## config.mk

```make
export PLATFORM = sky130hd
export DESIGN_NAME = resource_table
export DESIGN_NICKNAME = d
export VERILOG_FILES = /design/src/source/res_table_pkg.sv /design/src/source/free_space_scan.sv /design/src/source/res_entry_ram.sv /design/src/source/res_head_store.sv /design/src/source/res_table_ctrl.sv /design/src/source/resource_table.sv
export SDC_FILE = /design/constraint.sdc
export NUM_CORES = 1
export LEC_CHECK = 0
export ABC_AREA = 0
export BUFFER_PORTS_ARGS = -buffer_cell sky130_fd_sc_hd__buf_2
export CORE_MARGIN = 1
export CORE_UTILIZATION = 57
export CTS_CLUSTER_SIZE = 12
export DETAILED_ROUTE_END_ITERATION = 8
export PLACE_DENSITY_LB_ADDON = 0.08
export SETUP_SLACK_MARGIN = 0.3
export SYNTH_ARGS = -nofsm -noshare
export SYNTH_HDL_FRONTEND = slang
export SYNTH_SLANG_ARGS = --single-unit
```

## constraint.sdc

```tcl
create_clock -name clk -period 4.8 [get_ports clk]
set_clock_uncertainty 0.05 [all_clocks]
set_input_delay 0.48 -clock clk [delete_from_list [all_inputs] [get_ports clk]]
set_output_delay 0.48 -clock clk [all_outputs]
set_load 0.05 [all_outputs]
```

## src/source/res_table_pkg.sv

```systemverilog
// widths, vector types, list markers, default sizes and controller states of the resource table
package res_table_pkg;

  localparam int RES_ID_W  = 6;  // resource address bits
  localparam int SLOT_ID_W = 4;  // slot number plus one bit for the markers
  localparam int CU_ID_W   = 1;

  typedef logic [RES_ID_W-1:0] res_addr_t;
  typedef logic [RES_ID_W:0]   res_size_t;  // one more bit so a whole empty space fits
  typedef logic [SLOT_ID_W-1:0] slot_id_t;
  typedef logic [CU_ID_W-1:0]  cu_id_t;

  localparam slot_id_t SLOT_END  = '1;  // no next entry, or empty list
  localparam slot_id_t SLOT_HEAD = SLOT_END - slot_id_t'(1);  // no previous entry

  localparam int DEF_NUM_CU        = 2;
  localparam int DEF_NUM_WG_SLOTS  = 8;
  localparam int DEF_NUM_RES_SLOTS = 64;

  typedef enum logic [3:0] {
    ST_IDLE,
    ST_A_FIRST,    // read the list head
    ST_A_WALK,     // search the insertion point
    ST_A_NEW,
    ST_D_READ,
    ST_D_CHECK,
    ST_LINK_PREV,  // patch predecessor next link or head copy
    ST_LINK_NEXT,  // patch successor prev link
    ST_S_CLEAR,
    ST_S_WALK,
    ST_S_TAIL,
    ST_DONE
  } ctrl_state_e;

endpackage

```

## src/source/free_space_scan.sv

```systemverilog
// largest free gap search over a list walked in start order
module free_space_scan #(
  parameter int NUM_RES_SLOTS = res_table_pkg::DEF_NUM_RES_SLOTS
) (
  input  logic                      clk,
  input  logic                      rst_n,
  input  logic                      clear_i,
  input  logic                      take_i,
  input  logic                      tail_i,
  input  res_table_pkg::res_addr_t  start_i,
  input  res_table_pkg::res_size_t  size_i,
  output res_table_pkg::res_size_t  best_size_o,
  output res_table_pkg::res_addr_t  best_addr_o
);
  import res_table_pkg::*;

  localparam res_size_t SPACE_END = res_size_t'(NUM_RES_SLOTS);

  res_size_t prev_end_q;  // end of the last entry taken
  res_size_t run_size_q;  // best gap so far in this walk
  res_addr_t run_addr_q;
  res_size_t gap;
  logic      better;

  // the tail gap runs up to the end of the resource space
  assign gap    = tail_i ? (SPACE_END - prev_end_q) : ({1'b0, start_i} - prev_end_q);
  assign better = gap > run_size_q;  // strict compare so the earliest gap wins ties

  always_ff @(posedge clk or negedge rst_n) begin
    if (!rst_n) begin
      prev_end_q  <= '0;
      run_size_q  <= '0;
      run_addr_q  <= '0;
      best_size_o <= '0;
      best_addr_o <= '0;
    end else if (clear_i) begin
      prev_end_q <= '0;
      run_size_q <= '0;
      run_addr_q <= '0;
    end else if (take_i) begin
      if (better) begin
        run_size_q <= gap;
        run_addr_q <= res_addr_t'(prev_end_q);
      end
      prev_end_q <= {1'b0, start_i} + size_i;
    end else if (tail_i) begin
      // published result only moves here
      best_size_o <= better ? gap : run_size_q;
      best_addr_o <= better ? res_addr_t'(prev_end_q) : run_addr_q;
    end
  end

  a_take_tail: assert property (@(posedge clk) disable iff (!rst_n)
    !(take_i && tail_i))
    else $error("scan take and tail together");

  a_sorted: assert property (@(posedge clk) disable iff (!rst_n)
    take_i |-> {1'b0, start_i} >= prev_end_q)
    else $error("entry starts before the previous end");

endmodule

```

## src/source/res_entry_ram.sv

```systemverilog
// list entry memory with registered read port and whole-entry or single-link writes
module res_entry_ram #(
  parameter int NUM_CU       = res_table_pkg::DEF_NUM_CU,
  parameter int NUM_WG_SLOTS = res_table_pkg::DEF_NUM_WG_SLOTS
) (
  input  logic                      clk,
  input  logic                      rst_n,
  input  logic                      rd_en_i,
  input  res_table_pkg::cu_id_t     cu_i,
  input  res_table_pkg::slot_id_t   addr_i,
  input  logic                      wr_entry_i,
  input  logic                      wr_prev_i,
  input  logic                      wr_next_i,
  input  res_table_pkg::res_addr_t  wr_start_i,
  input  res_table_pkg::res_size_t  wr_size_i,
  input  res_table_pkg::slot_id_t   wr_prev_link_i,
  input  res_table_pkg::slot_id_t   wr_next_link_i,
  output logic                      rd_valid_o,
  output res_table_pkg::res_addr_t  rd_start_o,
  output res_table_pkg::res_size_t  rd_size_o,
  output res_table_pkg::slot_id_t   rd_prev_o,
  output res_table_pkg::slot_id_t   rd_next_o
);
  import res_table_pkg::*;

  localparam int DEPTH = NUM_CU * NUM_WG_SLOTS;
  localparam int IDX_W = (DEPTH > 1) ? $clog2(DEPTH) : 1;

  res_addr_t        start_mem [DEPTH];
  res_size_t        size_mem  [DEPTH];
  slot_id_t         prev_mem  [DEPTH];
  slot_id_t         next_mem  [DEPTH];
  logic [IDX_W-1:0] idx;

  assign idx = IDX_W'(int'(cu_i) * NUM_WG_SLOTS + int'(addr_i));  // unit major

  always_ff @(posedge clk) begin
    if (wr_entry_i) begin
      start_mem[idx] <= wr_start_i;
      size_mem[idx]  <= wr_size_i;
    end
    if (wr_entry_i || wr_prev_i) prev_mem[idx] <= wr_prev_link_i;
    if (wr_entry_i || wr_next_i) next_mem[idx] <= wr_next_link_i;
    if (rd_en_i) begin
      rd_start_o <= start_mem[idx];
      rd_size_o  <= size_mem[idx];
      rd_prev_o  <= prev_mem[idx];
      rd_next_o  <= next_mem[idx];
    end
  end

  always_ff @(posedge clk or negedge rst_n) begin
    if (!rst_n) rd_valid_o <= 1'b0;
    else        rd_valid_o <= rd_en_i;
  end

  a_no_rd_wr: assert property (@(posedge clk) disable iff (!rst_n)
    !(rd_en_i && (wr_entry_i || wr_prev_i || wr_next_i)))
    else $error("entry read and write in the same cycle");

  a_addr_range: assert property (@(posedge clk) disable iff (!rst_n)
    (rd_en_i || wr_entry_i || wr_prev_i || wr_next_i) |-> int'(addr_i) < NUM_WG_SLOTS)
    else $error("entry access beyond the slot range");

endmodule

```

## src/source/res_head_store.sv

```systemverilog
// per compute unit list head pointers with a combinational read port
module res_head_store #(
  parameter int NUM_CU = res_table_pkg::DEF_NUM_CU
) (
  input  logic                     clk,
  input  logic                     rst_n,
  input  res_table_pkg::cu_id_t    cu_i,
  input  logic                     wr_i,
  input  res_table_pkg::slot_id_t  head_i,
  output res_table_pkg::slot_id_t  head_o
);
  import res_table_pkg::*;

  slot_id_t heads_q [NUM_CU];

  assign head_o = heads_q[cu_i];

  // an END head means the unit has no entries yet
  always_ff @(posedge clk or negedge rst_n) begin
    if (!rst_n) begin
      for (int i = 0; i < NUM_CU; i++) begin
        heads_q[i] <= SLOT_END;
      end
    end else if (wr_i) begin
      heads_q[cu_i] <= head_i;
    end
  end

endmodule

```

## src/source/res_table_ctrl.sv

```systemverilog
// controller FSM sequencing list insertion, removal and the free space walk
module res_table_ctrl (
  input  logic                      clk,
  input  logic                      rst_n,
  input  logic                      alloc_en_i,
  input  logic                      dealloc_en_i,
  input  res_table_pkg::cu_id_t     alloc_cu_i,
  input  res_table_pkg::cu_id_t     dealloc_cu_i,
  input  res_table_pkg::slot_id_t   alloc_slot_i,
  input  res_table_pkg::slot_id_t   dealloc_slot_i,
  input  res_table_pkg::res_size_t  alloc_size_i,
  input  res_table_pkg::res_addr_t  alloc_start_i,
  input  res_table_pkg::slot_id_t   head_i,
  input  logic                      rd_valid_i,
  input  res_table_pkg::res_addr_t  rd_start_i,
  input  res_table_pkg::res_size_t  rd_size_i,
  input  res_table_pkg::slot_id_t   rd_prev_i,
  input  res_table_pkg::slot_id_t   rd_next_i,
  output logic                      done_o,
  output res_table_pkg::cu_id_t     cu_o,
  output logic                      head_wr_o,
  output res_table_pkg::slot_id_t   head_o,
  output logic                      rd_en_o,
  output res_table_pkg::slot_id_t   addr_o,
  output logic                      wr_entry_o,
  output logic                      wr_prev_o,
  output logic                      wr_next_o,
  output res_table_pkg::res_addr_t  wr_start_o,
  output res_table_pkg::res_size_t  wr_size_o,
  output res_table_pkg::slot_id_t   wr_prev_link_o,
  output res_table_pkg::slot_id_t   wr_next_link_o,
  output logic                      scan_clear_o,
  output logic                      scan_take_o,
  output logic                      scan_tail_o
);
  import res_table_pkg::*;

  ctrl_state_e state_q;
  logic        alloc_q;  // request kind
  cu_id_t      cu_q;
  slot_id_t    slot_q;
  res_size_t   size_q;
  res_addr_t   start_q;
  slot_id_t    head_q;   // working copy of the unit head
  slot_id_t    cur_q;    // slot of the entry on the read port
  slot_id_t    prev_q;
  slot_id_t    next_q;
  logic        walk_more;

  // keep searching while the entry starts at or below the new one and is not the tail
  assign walk_more = rd_valid_i && (rd_start_i <= start_q) && (rd_next_i != SLOT_END);

  // head store is read combinationally in the request cycle
  assign cu_o       = (state_q == ST_IDLE) ? (alloc_en_i ? alloc_cu_i : dealloc_cu_i) : cu_q;
  assign head_o     = head_q;
  assign wr_start_o = start_q;
  assign wr_size_o  = size_q;

  always_comb begin
    rd_en_o        = 1'b0;
    addr_o         = slot_q;
    wr_entry_o     = 1'b0;
    wr_prev_o      = 1'b0;
    wr_next_o      = 1'b0;
    wr_prev_link_o = prev_q;
    wr_next_link_o = next_q;
    scan_clear_o   = 1'b0;
    scan_take_o    = 1'b0;
    scan_tail_o    = 1'b0;
    head_wr_o      = 1'b0;
    done_o         = 1'b0;
    case (state_q)
      ST_A_FIRST: begin
        rd_en_o = 1'b1;
        addr_o  = head_q;
      end
      ST_A_WALK: begin
        if (walk_more) begin
          rd_en_o = 1'b1;
          addr_o  = rd_next_i;
        end
      end
      ST_A_NEW:  wr_entry_o = 1'b1;  // whole entry at the new slot
      ST_D_READ: rd_en_o = 1'b1;
      ST_LINK_PREV: begin
        addr_o         = prev_q;
        wr_next_o      = (prev_q != SLOT_HEAD);
        wr_next_link_o = alloc_q ? slot_q : next_q;
      end
      ST_LINK_NEXT: begin
        addr_o         = next_q;
        wr_prev_o      = (next_q != SLOT_END);
        wr_prev_link_o = alloc_q ? slot_q : prev_q;
      end
      ST_S_CLEAR: begin
        scan_clear_o = 1'b1;
        rd_en_o      = (head_q != SLOT_END);
        addr_o       = head_q;
      end
      ST_S_WALK: begin
        scan_take_o = rd_valid_i;
        if (rd_valid_i && rd_next_i != SLOT_END) begin
          rd_en_o = 1'b1;
          addr_o  = rd_next_i;
        end
      end
      ST_S_TAIL: begin
        scan_tail_o = 1'b1;
        head_wr_o   = 1'b1;
      end
      ST_DONE: done_o = 1'b1;
      default: ;
    endcase
  end

  always_ff @(posedge clk or negedge rst_n) begin
    if (!rst_n) begin
      state_q <= ST_IDLE;
      alloc_q <= 1'b0;
    end else begin
      case (state_q)
        ST_IDLE: begin
          if (alloc_en_i) begin
            alloc_q <= 1'b1;
            state_q <= (head_i == SLOT_END) ? ST_A_NEW : ST_A_FIRST;
          end else if (dealloc_en_i) begin
            alloc_q <= 1'b0;
            state_q <= ST_D_READ;
          end
        end
        ST_A_FIRST: state_q <= ST_A_WALK;
        ST_A_WALK:  if (rd_valid_i && !walk_more) state_q <= ST_A_NEW;
        ST_A_NEW:   state_q <= ST_LINK_PREV;
        ST_D_READ:  state_q <= ST_D_CHECK;
        ST_D_CHECK: if (rd_valid_i) state_q <= ST_LINK_PREV;
        ST_LINK_PREV: state_q <= ST_LINK_NEXT;
        ST_LINK_NEXT: state_q <= ST_S_CLEAR;
        ST_S_CLEAR: state_q <= (head_q == SLOT_END) ? ST_S_TAIL : ST_S_WALK;
        ST_S_WALK:  if (rd_valid_i && rd_next_i == SLOT_END) state_q <= ST_S_TAIL;
        ST_S_TAIL:  state_q <= ST_DONE;
        default:    state_q <= ST_IDLE;  // done and unused codes
      endcase
    end
  end

  always_ff @(posedge clk) begin
    if (rd_en_o) cur_q <= addr_o;
    case (state_q)
      ST_IDLE: begin
        if (alloc_en_i) begin
          cu_q    <= alloc_cu_i;
          slot_q  <= alloc_slot_i;
          size_q  <= alloc_size_i;
          start_q <= alloc_start_i;
          head_q  <= head_i;
          prev_q  <= SLOT_HEAD;  // empty list case
          next_q  <= SLOT_END;
        end else if (dealloc_en_i) begin
          cu_q   <= dealloc_cu_i;
          slot_q <= dealloc_slot_i;
          head_q <= head_i;
        end
      end
      ST_A_WALK: begin
        if (rd_valid_i && rd_start_i > start_q) begin
          prev_q <= rd_prev_i;
          next_q <= cur_q;
        end else if (rd_valid_i && rd_next_i == SLOT_END) begin
          prev_q <= cur_q;   // new tail
          next_q <= SLOT_END;
        end
      end
      ST_D_CHECK: begin
        if (rd_valid_i) begin
          prev_q <= rd_prev_i;
          next_q <= rd_next_i;
        end
      end
      ST_LINK_PREV: if (prev_q == SLOT_HEAD) head_q <= alloc_q ? slot_q : next_q;
      default: ;
    endcase
  end

  a_en_excl: assert property (@(posedge clk) disable iff (!rst_n)
    !(alloc_en_i && dealloc_en_i))
    else $error("alloc and dealloc requested together");

  a_en_idle: assert property (@(posedge clk) disable iff (!rst_n)
    (alloc_en_i || dealloc_en_i) |-> state_q == ST_IDLE)
    else $error("request while the table is busy");

endmodule

```

## src/source/resource_table.sv

```systemverilog
// resource table top level connecting controller, entry memory, head store and gap scanner
module resource_table #(
  parameter int NUM_CU        = res_table_pkg::DEF_NUM_CU,
  parameter int NUM_WG_SLOTS  = res_table_pkg::DEF_NUM_WG_SLOTS,
  parameter int NUM_RES_SLOTS = res_table_pkg::DEF_NUM_RES_SLOTS
) (
  input  logic                      clk,
  input  logic                      rst_n,
  input  logic                      alloc_en_i,
  input  logic                      dealloc_en_i,
  input  res_table_pkg::cu_id_t     alloc_cu_i,
  input  res_table_pkg::cu_id_t     dealloc_cu_i,
  input  res_table_pkg::slot_id_t   alloc_slot_i,
  input  res_table_pkg::slot_id_t   dealloc_slot_i,
  input  res_table_pkg::res_size_t  alloc_size_i,
  input  res_table_pkg::res_addr_t  alloc_start_i,
  output logic                      done_o,
  output res_table_pkg::res_size_t  biggest_size_o,
  output res_table_pkg::res_addr_t  biggest_addr_o
);
  import res_table_pkg::*;

  cu_id_t    cu;
  logic      head_wr;
  slot_id_t  head_wdata;
  slot_id_t  head_rdata;
  logic      rd_en;
  slot_id_t  addr;
  logic      wr_entry;
  logic      wr_prev;
  logic      wr_next;
  res_addr_t wr_start;
  res_size_t wr_size;
  slot_id_t  wr_prev_link;
  slot_id_t  wr_next_link;
  logic      rd_valid;
  res_addr_t rd_start;
  res_size_t rd_size;
  slot_id_t  rd_prev;
  slot_id_t  rd_next;
  logic      scan_clear;
  logic      scan_take;
  logic      scan_tail;

  res_table_ctrl u_ctrl (
    .clk, .rst_n, .alloc_en_i, .dealloc_en_i, .alloc_cu_i, .dealloc_cu_i,
    .alloc_slot_i, .dealloc_slot_i, .alloc_size_i, .alloc_start_i,
    .head_i(head_rdata), .rd_valid_i(rd_valid), .rd_start_i(rd_start), .rd_size_i(rd_size),
    .rd_prev_i(rd_prev), .rd_next_i(rd_next),
    .done_o, .cu_o(cu), .head_wr_o(head_wr), .head_o(head_wdata), .rd_en_o(rd_en),
    .addr_o(addr), .wr_entry_o(wr_entry), .wr_prev_o(wr_prev), .wr_next_o(wr_next),
    .wr_start_o(wr_start), .wr_size_o(wr_size), .wr_prev_link_o(wr_prev_link),
    .wr_next_link_o(wr_next_link), .scan_clear_o(scan_clear), .scan_take_o(scan_take),
    .scan_tail_o(scan_tail)
  );

  res_entry_ram #(.NUM_CU(NUM_CU), .NUM_WG_SLOTS(NUM_WG_SLOTS)) u_entry_ram (
    .clk, .rst_n, .rd_en_i(rd_en), .cu_i(cu), .addr_i(addr), .wr_entry_i(wr_entry),
    .wr_prev_i(wr_prev), .wr_next_i(wr_next), .wr_start_i(wr_start), .wr_size_i(wr_size),
    .wr_prev_link_i(wr_prev_link), .wr_next_link_i(wr_next_link),
    .rd_valid_o(rd_valid), .rd_start_o(rd_start), .rd_size_o(rd_size),
    .rd_prev_o(rd_prev), .rd_next_o(rd_next)
  );

  res_head_store #(.NUM_CU(NUM_CU)) u_head_store (
    .clk, .rst_n, .cu_i(cu), .wr_i(head_wr), .head_i(head_wdata), .head_o(head_rdata)
  );

  // scanner reads entry data straight from the memory read port
  free_space_scan #(.NUM_RES_SLOTS(NUM_RES_SLOTS)) u_scan (
    .clk, .rst_n, .clear_i(scan_clear), .take_i(scan_take), .tail_i(scan_tail),
    .start_i(rd_start), .size_i(rd_size),
    .best_size_o(biggest_size_o), .best_addr_o(biggest_addr_o)
  );

endmodule

```

==> results.toml <==
[finish]
drive_above_1_share_pct = 16.4
antennaDiodeCount = 0
fin_cells = 1970
area_growth_pct = 11.7
final_nets = 1553
finish.utilization_pct = 64.9
fillerInstances = 2504

[synthesis]
synth_flop_cell = "edfxtp_1"
synth_area_per_cell_um2 = 13.4
ys_warn_count = 0
synth.ff_latch_count = 438
async_flop_share_pct = 10.7
syn_nets = 1510
synthCells = 1454
synth.top_cell.area_share_pct = 60.3
ys_seq_area_share_pct = 66.4
synth-edff-count = 391
synthTopCellsByArea = "edfxtp_1 60%, dfrtp_1 5.0%, nand2_1 3.6%"
syn_area_um2 = 19500
synth_top_cell_by_area = "edfxtp_1"
ys_types = 68

[worst_setup_path]
crit_type = "reg2reg"
crit_slowest_cell = "edfxtp_1"
r2r_slack_ps = 540
setup.worst_path.start_class = "flop"
crit_chain = "inv_1, ha_1, and4_1, o21a_1, o31a_1, o2bb2ai_4, o21a_4, inv_4, buf_4, mux2_2, o2111ai_1, nand4_1"
crit_required_ps = 5040
end_kind = "flop"
path_max_fanout = 30
cp.arrival_ps = 4500
slowest_delay_ps = 630

[sta]
slew_viol_final = 0
fin_setup_tns_ps = 0
tightestPinTransition_ps = 1270
slew_headroom_pct = 14.8
hold_viol = 0
worst_hold_slack_ps = 29.2
min_period_ps = 4260
fin_crit_sh_pct = 88.8
setup_viol = 0
rsz0062_at_grt = "false"
fmax_mhz = 235

[cts]
cts_buffers = 45
cts_tree = "yes"
clk_pin_slew_ps = 60
h-tree-depth = 2
clock_path_buffers = 3
clk_latency_ps = 580
cts-root-buf = "clkbuf_16"
clkSinkCount = 438

[routing]
vias = 12600
routed_wl_um = 46600
first_pass_iters = 6
drt_iter0_markers = 1474
wl_per_cell_um = 23.6
ant_nets = 0
via_per_inst = 6.37
drc = 0

[global_routing]
grt_overflow = 0
grt_max_degree = 85
antenna_found_initial = 1
grt_pass1_vias = 12100
grt_pass1_wl_um = 72000
grt_util_all_layers_pct = 27.1

[placement]
dp_hpwl_um = 29300
dp_cells = 1897
numPortBuffers = 40
routabilityCongestion = 0.901

[pwr]
pwr_density_cell_nw_per_um2 = 341
power_leakage_uw = 0.00784
peakVddDrop_v = 0.000304
finalPower_uw = 7420

[floorplan]
design.core.area_um2 = 33500
dieArea_um2 = 34900
rows = 67
start_util_pct = 58.1
die_w_um = 187
fp.dieH_um = 187
ioPinCount = 41

[min_path]
hp-class = "in2reg"

[run]
maxCapViolCount = 0

[status]
status = "complete, no violations"
flip-flops by register name, indices dropped and copies added, names as in the netlist, 4 cells and up:
register                count
u_entry_ram.rd_size_o       7
u_entry_ram.prev_mem       64
u_ctrl.cur_q                4
u_entry_ram.rd_start_o      6
u_head_store.heads_q        8
u_scan.best_size_o          7
u_scan.run_size_q           7
u_entry_ram.start_mem      96
u_entry_ram.rd_prev_o       4
u_ctrl.wr_start_o           6
u_scan.best_addr_o          6
u_entry_ram.next_mem       64
u_ctrl.wr_size_o            7
u_ctrl.head_o               4
u_scan.prev_end_q           7
u_ctrl.next_q               4
u_entry_ram.size_mem      112
u_scan.run_addr_q           6
u_entry_ram.rd_next_o       4
u_ctrl.prev_q               4
u_ctrl.slot_q               4
u_ctrl.state_q              4
per-layer routing:
metal / up-vias / share of wire, % / GRT usage, %
met4: 0 / 2.3 / 8.80
met5: - / 0 / 0
met3: 72 / 7.7 / 4.00
li1: 5689 / - / -
met1: 6257 / 43 / 38.7
met2: 537 / 47 / 43.2
power by group:
| part | total, µW | internal [µW] | leakage (µW) | switching (µW) |
|---|---|---|---|---|
| Combinational | 24.4 | 10.8 | 0.00307 | 13.6 |
| Sequential | 4100 | 4100 | 0.00412 | 0 |
| Clock | 3290 | 1910 | 0.000652 | 1380 |
| Total | 7420 | 6020 | 0.00784 | 1390 |
per-stage QoR:
step                      worst slack (ps)  area [µm²]
after floorplan                        313       19500
after global placement                 635       20400
after detailed placement               502       20400
after CTS                              479       21700
after global routing                   327       21700
final                                  538       21700
worst paths after layout:
| kind | endpoint | start | cells past startpoint |
|---|---|---|---|
| setup / recovery | u_entry_ram.rd_next_o[1] | u_ctrl.wr_start_o[3] | 12 |
| hold / removal | u_ctrl.wr_start_o[2] | alloc_start_i[2] | 1 |
| setup reg to reg | u_entry_ram.rd_next_o[1] | u_ctrl.wr_start_o[3] | 12 |
| hold reg to reg | u_scan.best_size_o[6] | u_scan.best_size_o[6] | 2 |
| max in group asynchronous | u_scan.best_size_o[4] | rst_n | 1 |
| min in group asynchronous | u_scan.prev_end_q[1] | rst_n | 1 |
cell usage in the layout (no fill, tap or decap), types with 44 or more instances in the layout:
master	synthesis	final
nand2_1	187	187
buf_4	4	55
o221ai_1	44	44
nor2_1	82	81
edfxtp_1	391	391
mux2_2	62	62
clkbuf_16	0	47
o21ai_0	47	47
a211oi_1	46	46
inv_1	69	69
worst max-delay path: cells and delay by family (launching register included):
| kind | cells | cell delay, ps |
|---|---|---|
| and+or+nand+nor | 2 | 360 |
| DFF | 1 | 630 |
| muxes | 1 | 370 |
| AOI/OAI and AO/OA | 5 | 1360 |
| buffers and inverters | 3 | 840 |
| adders and majority gates | 1 | 330 |
repair_timing:
item | CTS | global route
hold buffers | 1 | 0
endpoints found under the setup margin | 0 | 31
buffers inserted | 0 | 0
resized for setup | 0 | 2
hold endpoints to repair | 1 | 0
area by class of cell:
| cell class | instances | area (µm²) | area share (%) |
|---|---|---|---|
| Sequential cell | 438 | 12900 | 59.4 |
| Multi-Input combinational cell | 838 | 5880 | 27.0 |
| Clock buffer | 63 | 1260 | 5.78 |
| Timing Repair Buffer | 103 | 754 | 3.47 |
| Tap cell | 448 | 561 | 2.58 |
| Inverter | 71 | 269 | 1.24 |
| Clock inverter | 9 | 100 | 0.460 |
kinds of logic (layout without fill, tap and decap cells):
family | count (synthesis) | in the layout | share of synthesized area [%]
compound gates | 341 | 341 | 14.1
mux | 80 | 80 | 4.52
fa+ha+maj | 29 | 29 | 1.94
simple gates | 375 | 375 | 8.64
flops | 438 | 438 | 66.4
buf+inv | 178 | 246 | 3.82
xor+xnor | 13 | 13 | 0.585
synth_stat cells (2+ instances only):
cell type,instances
edfxtp_1,391
nand2_1,187
nor2_1,82
clkbuf_1,74
inv_1,69
mux2_2,62
o21ai_0,47
a211oi_1,46
o221ai_1,44
a311o_1,42
o2111ai_1,42
o211a_1,42
dfrtp_1,39
nand3_1,33
a21oi_1,32
ha_1,27
nand4_1,25
buf_2,18
mux2i_1,17
a21o_1,14
and2_1,11
nor2b_1,11
dfstp_2,8
xnor2_1,7
buf_1,6
nand2b_1,6
xor2_1,6
buf_6,5
nor3_1,5
buf_4,4
a22oi_1,3
and4_1,3
a2111o_1,2
a221oi_1,2
a31o_2,2
a41oi_1,2
fa_1,2
inv_2,2
o21a_1,2
o31a_1,2
o32ai_1,2
or2_2,2
(Power assumes the default switching activity.)
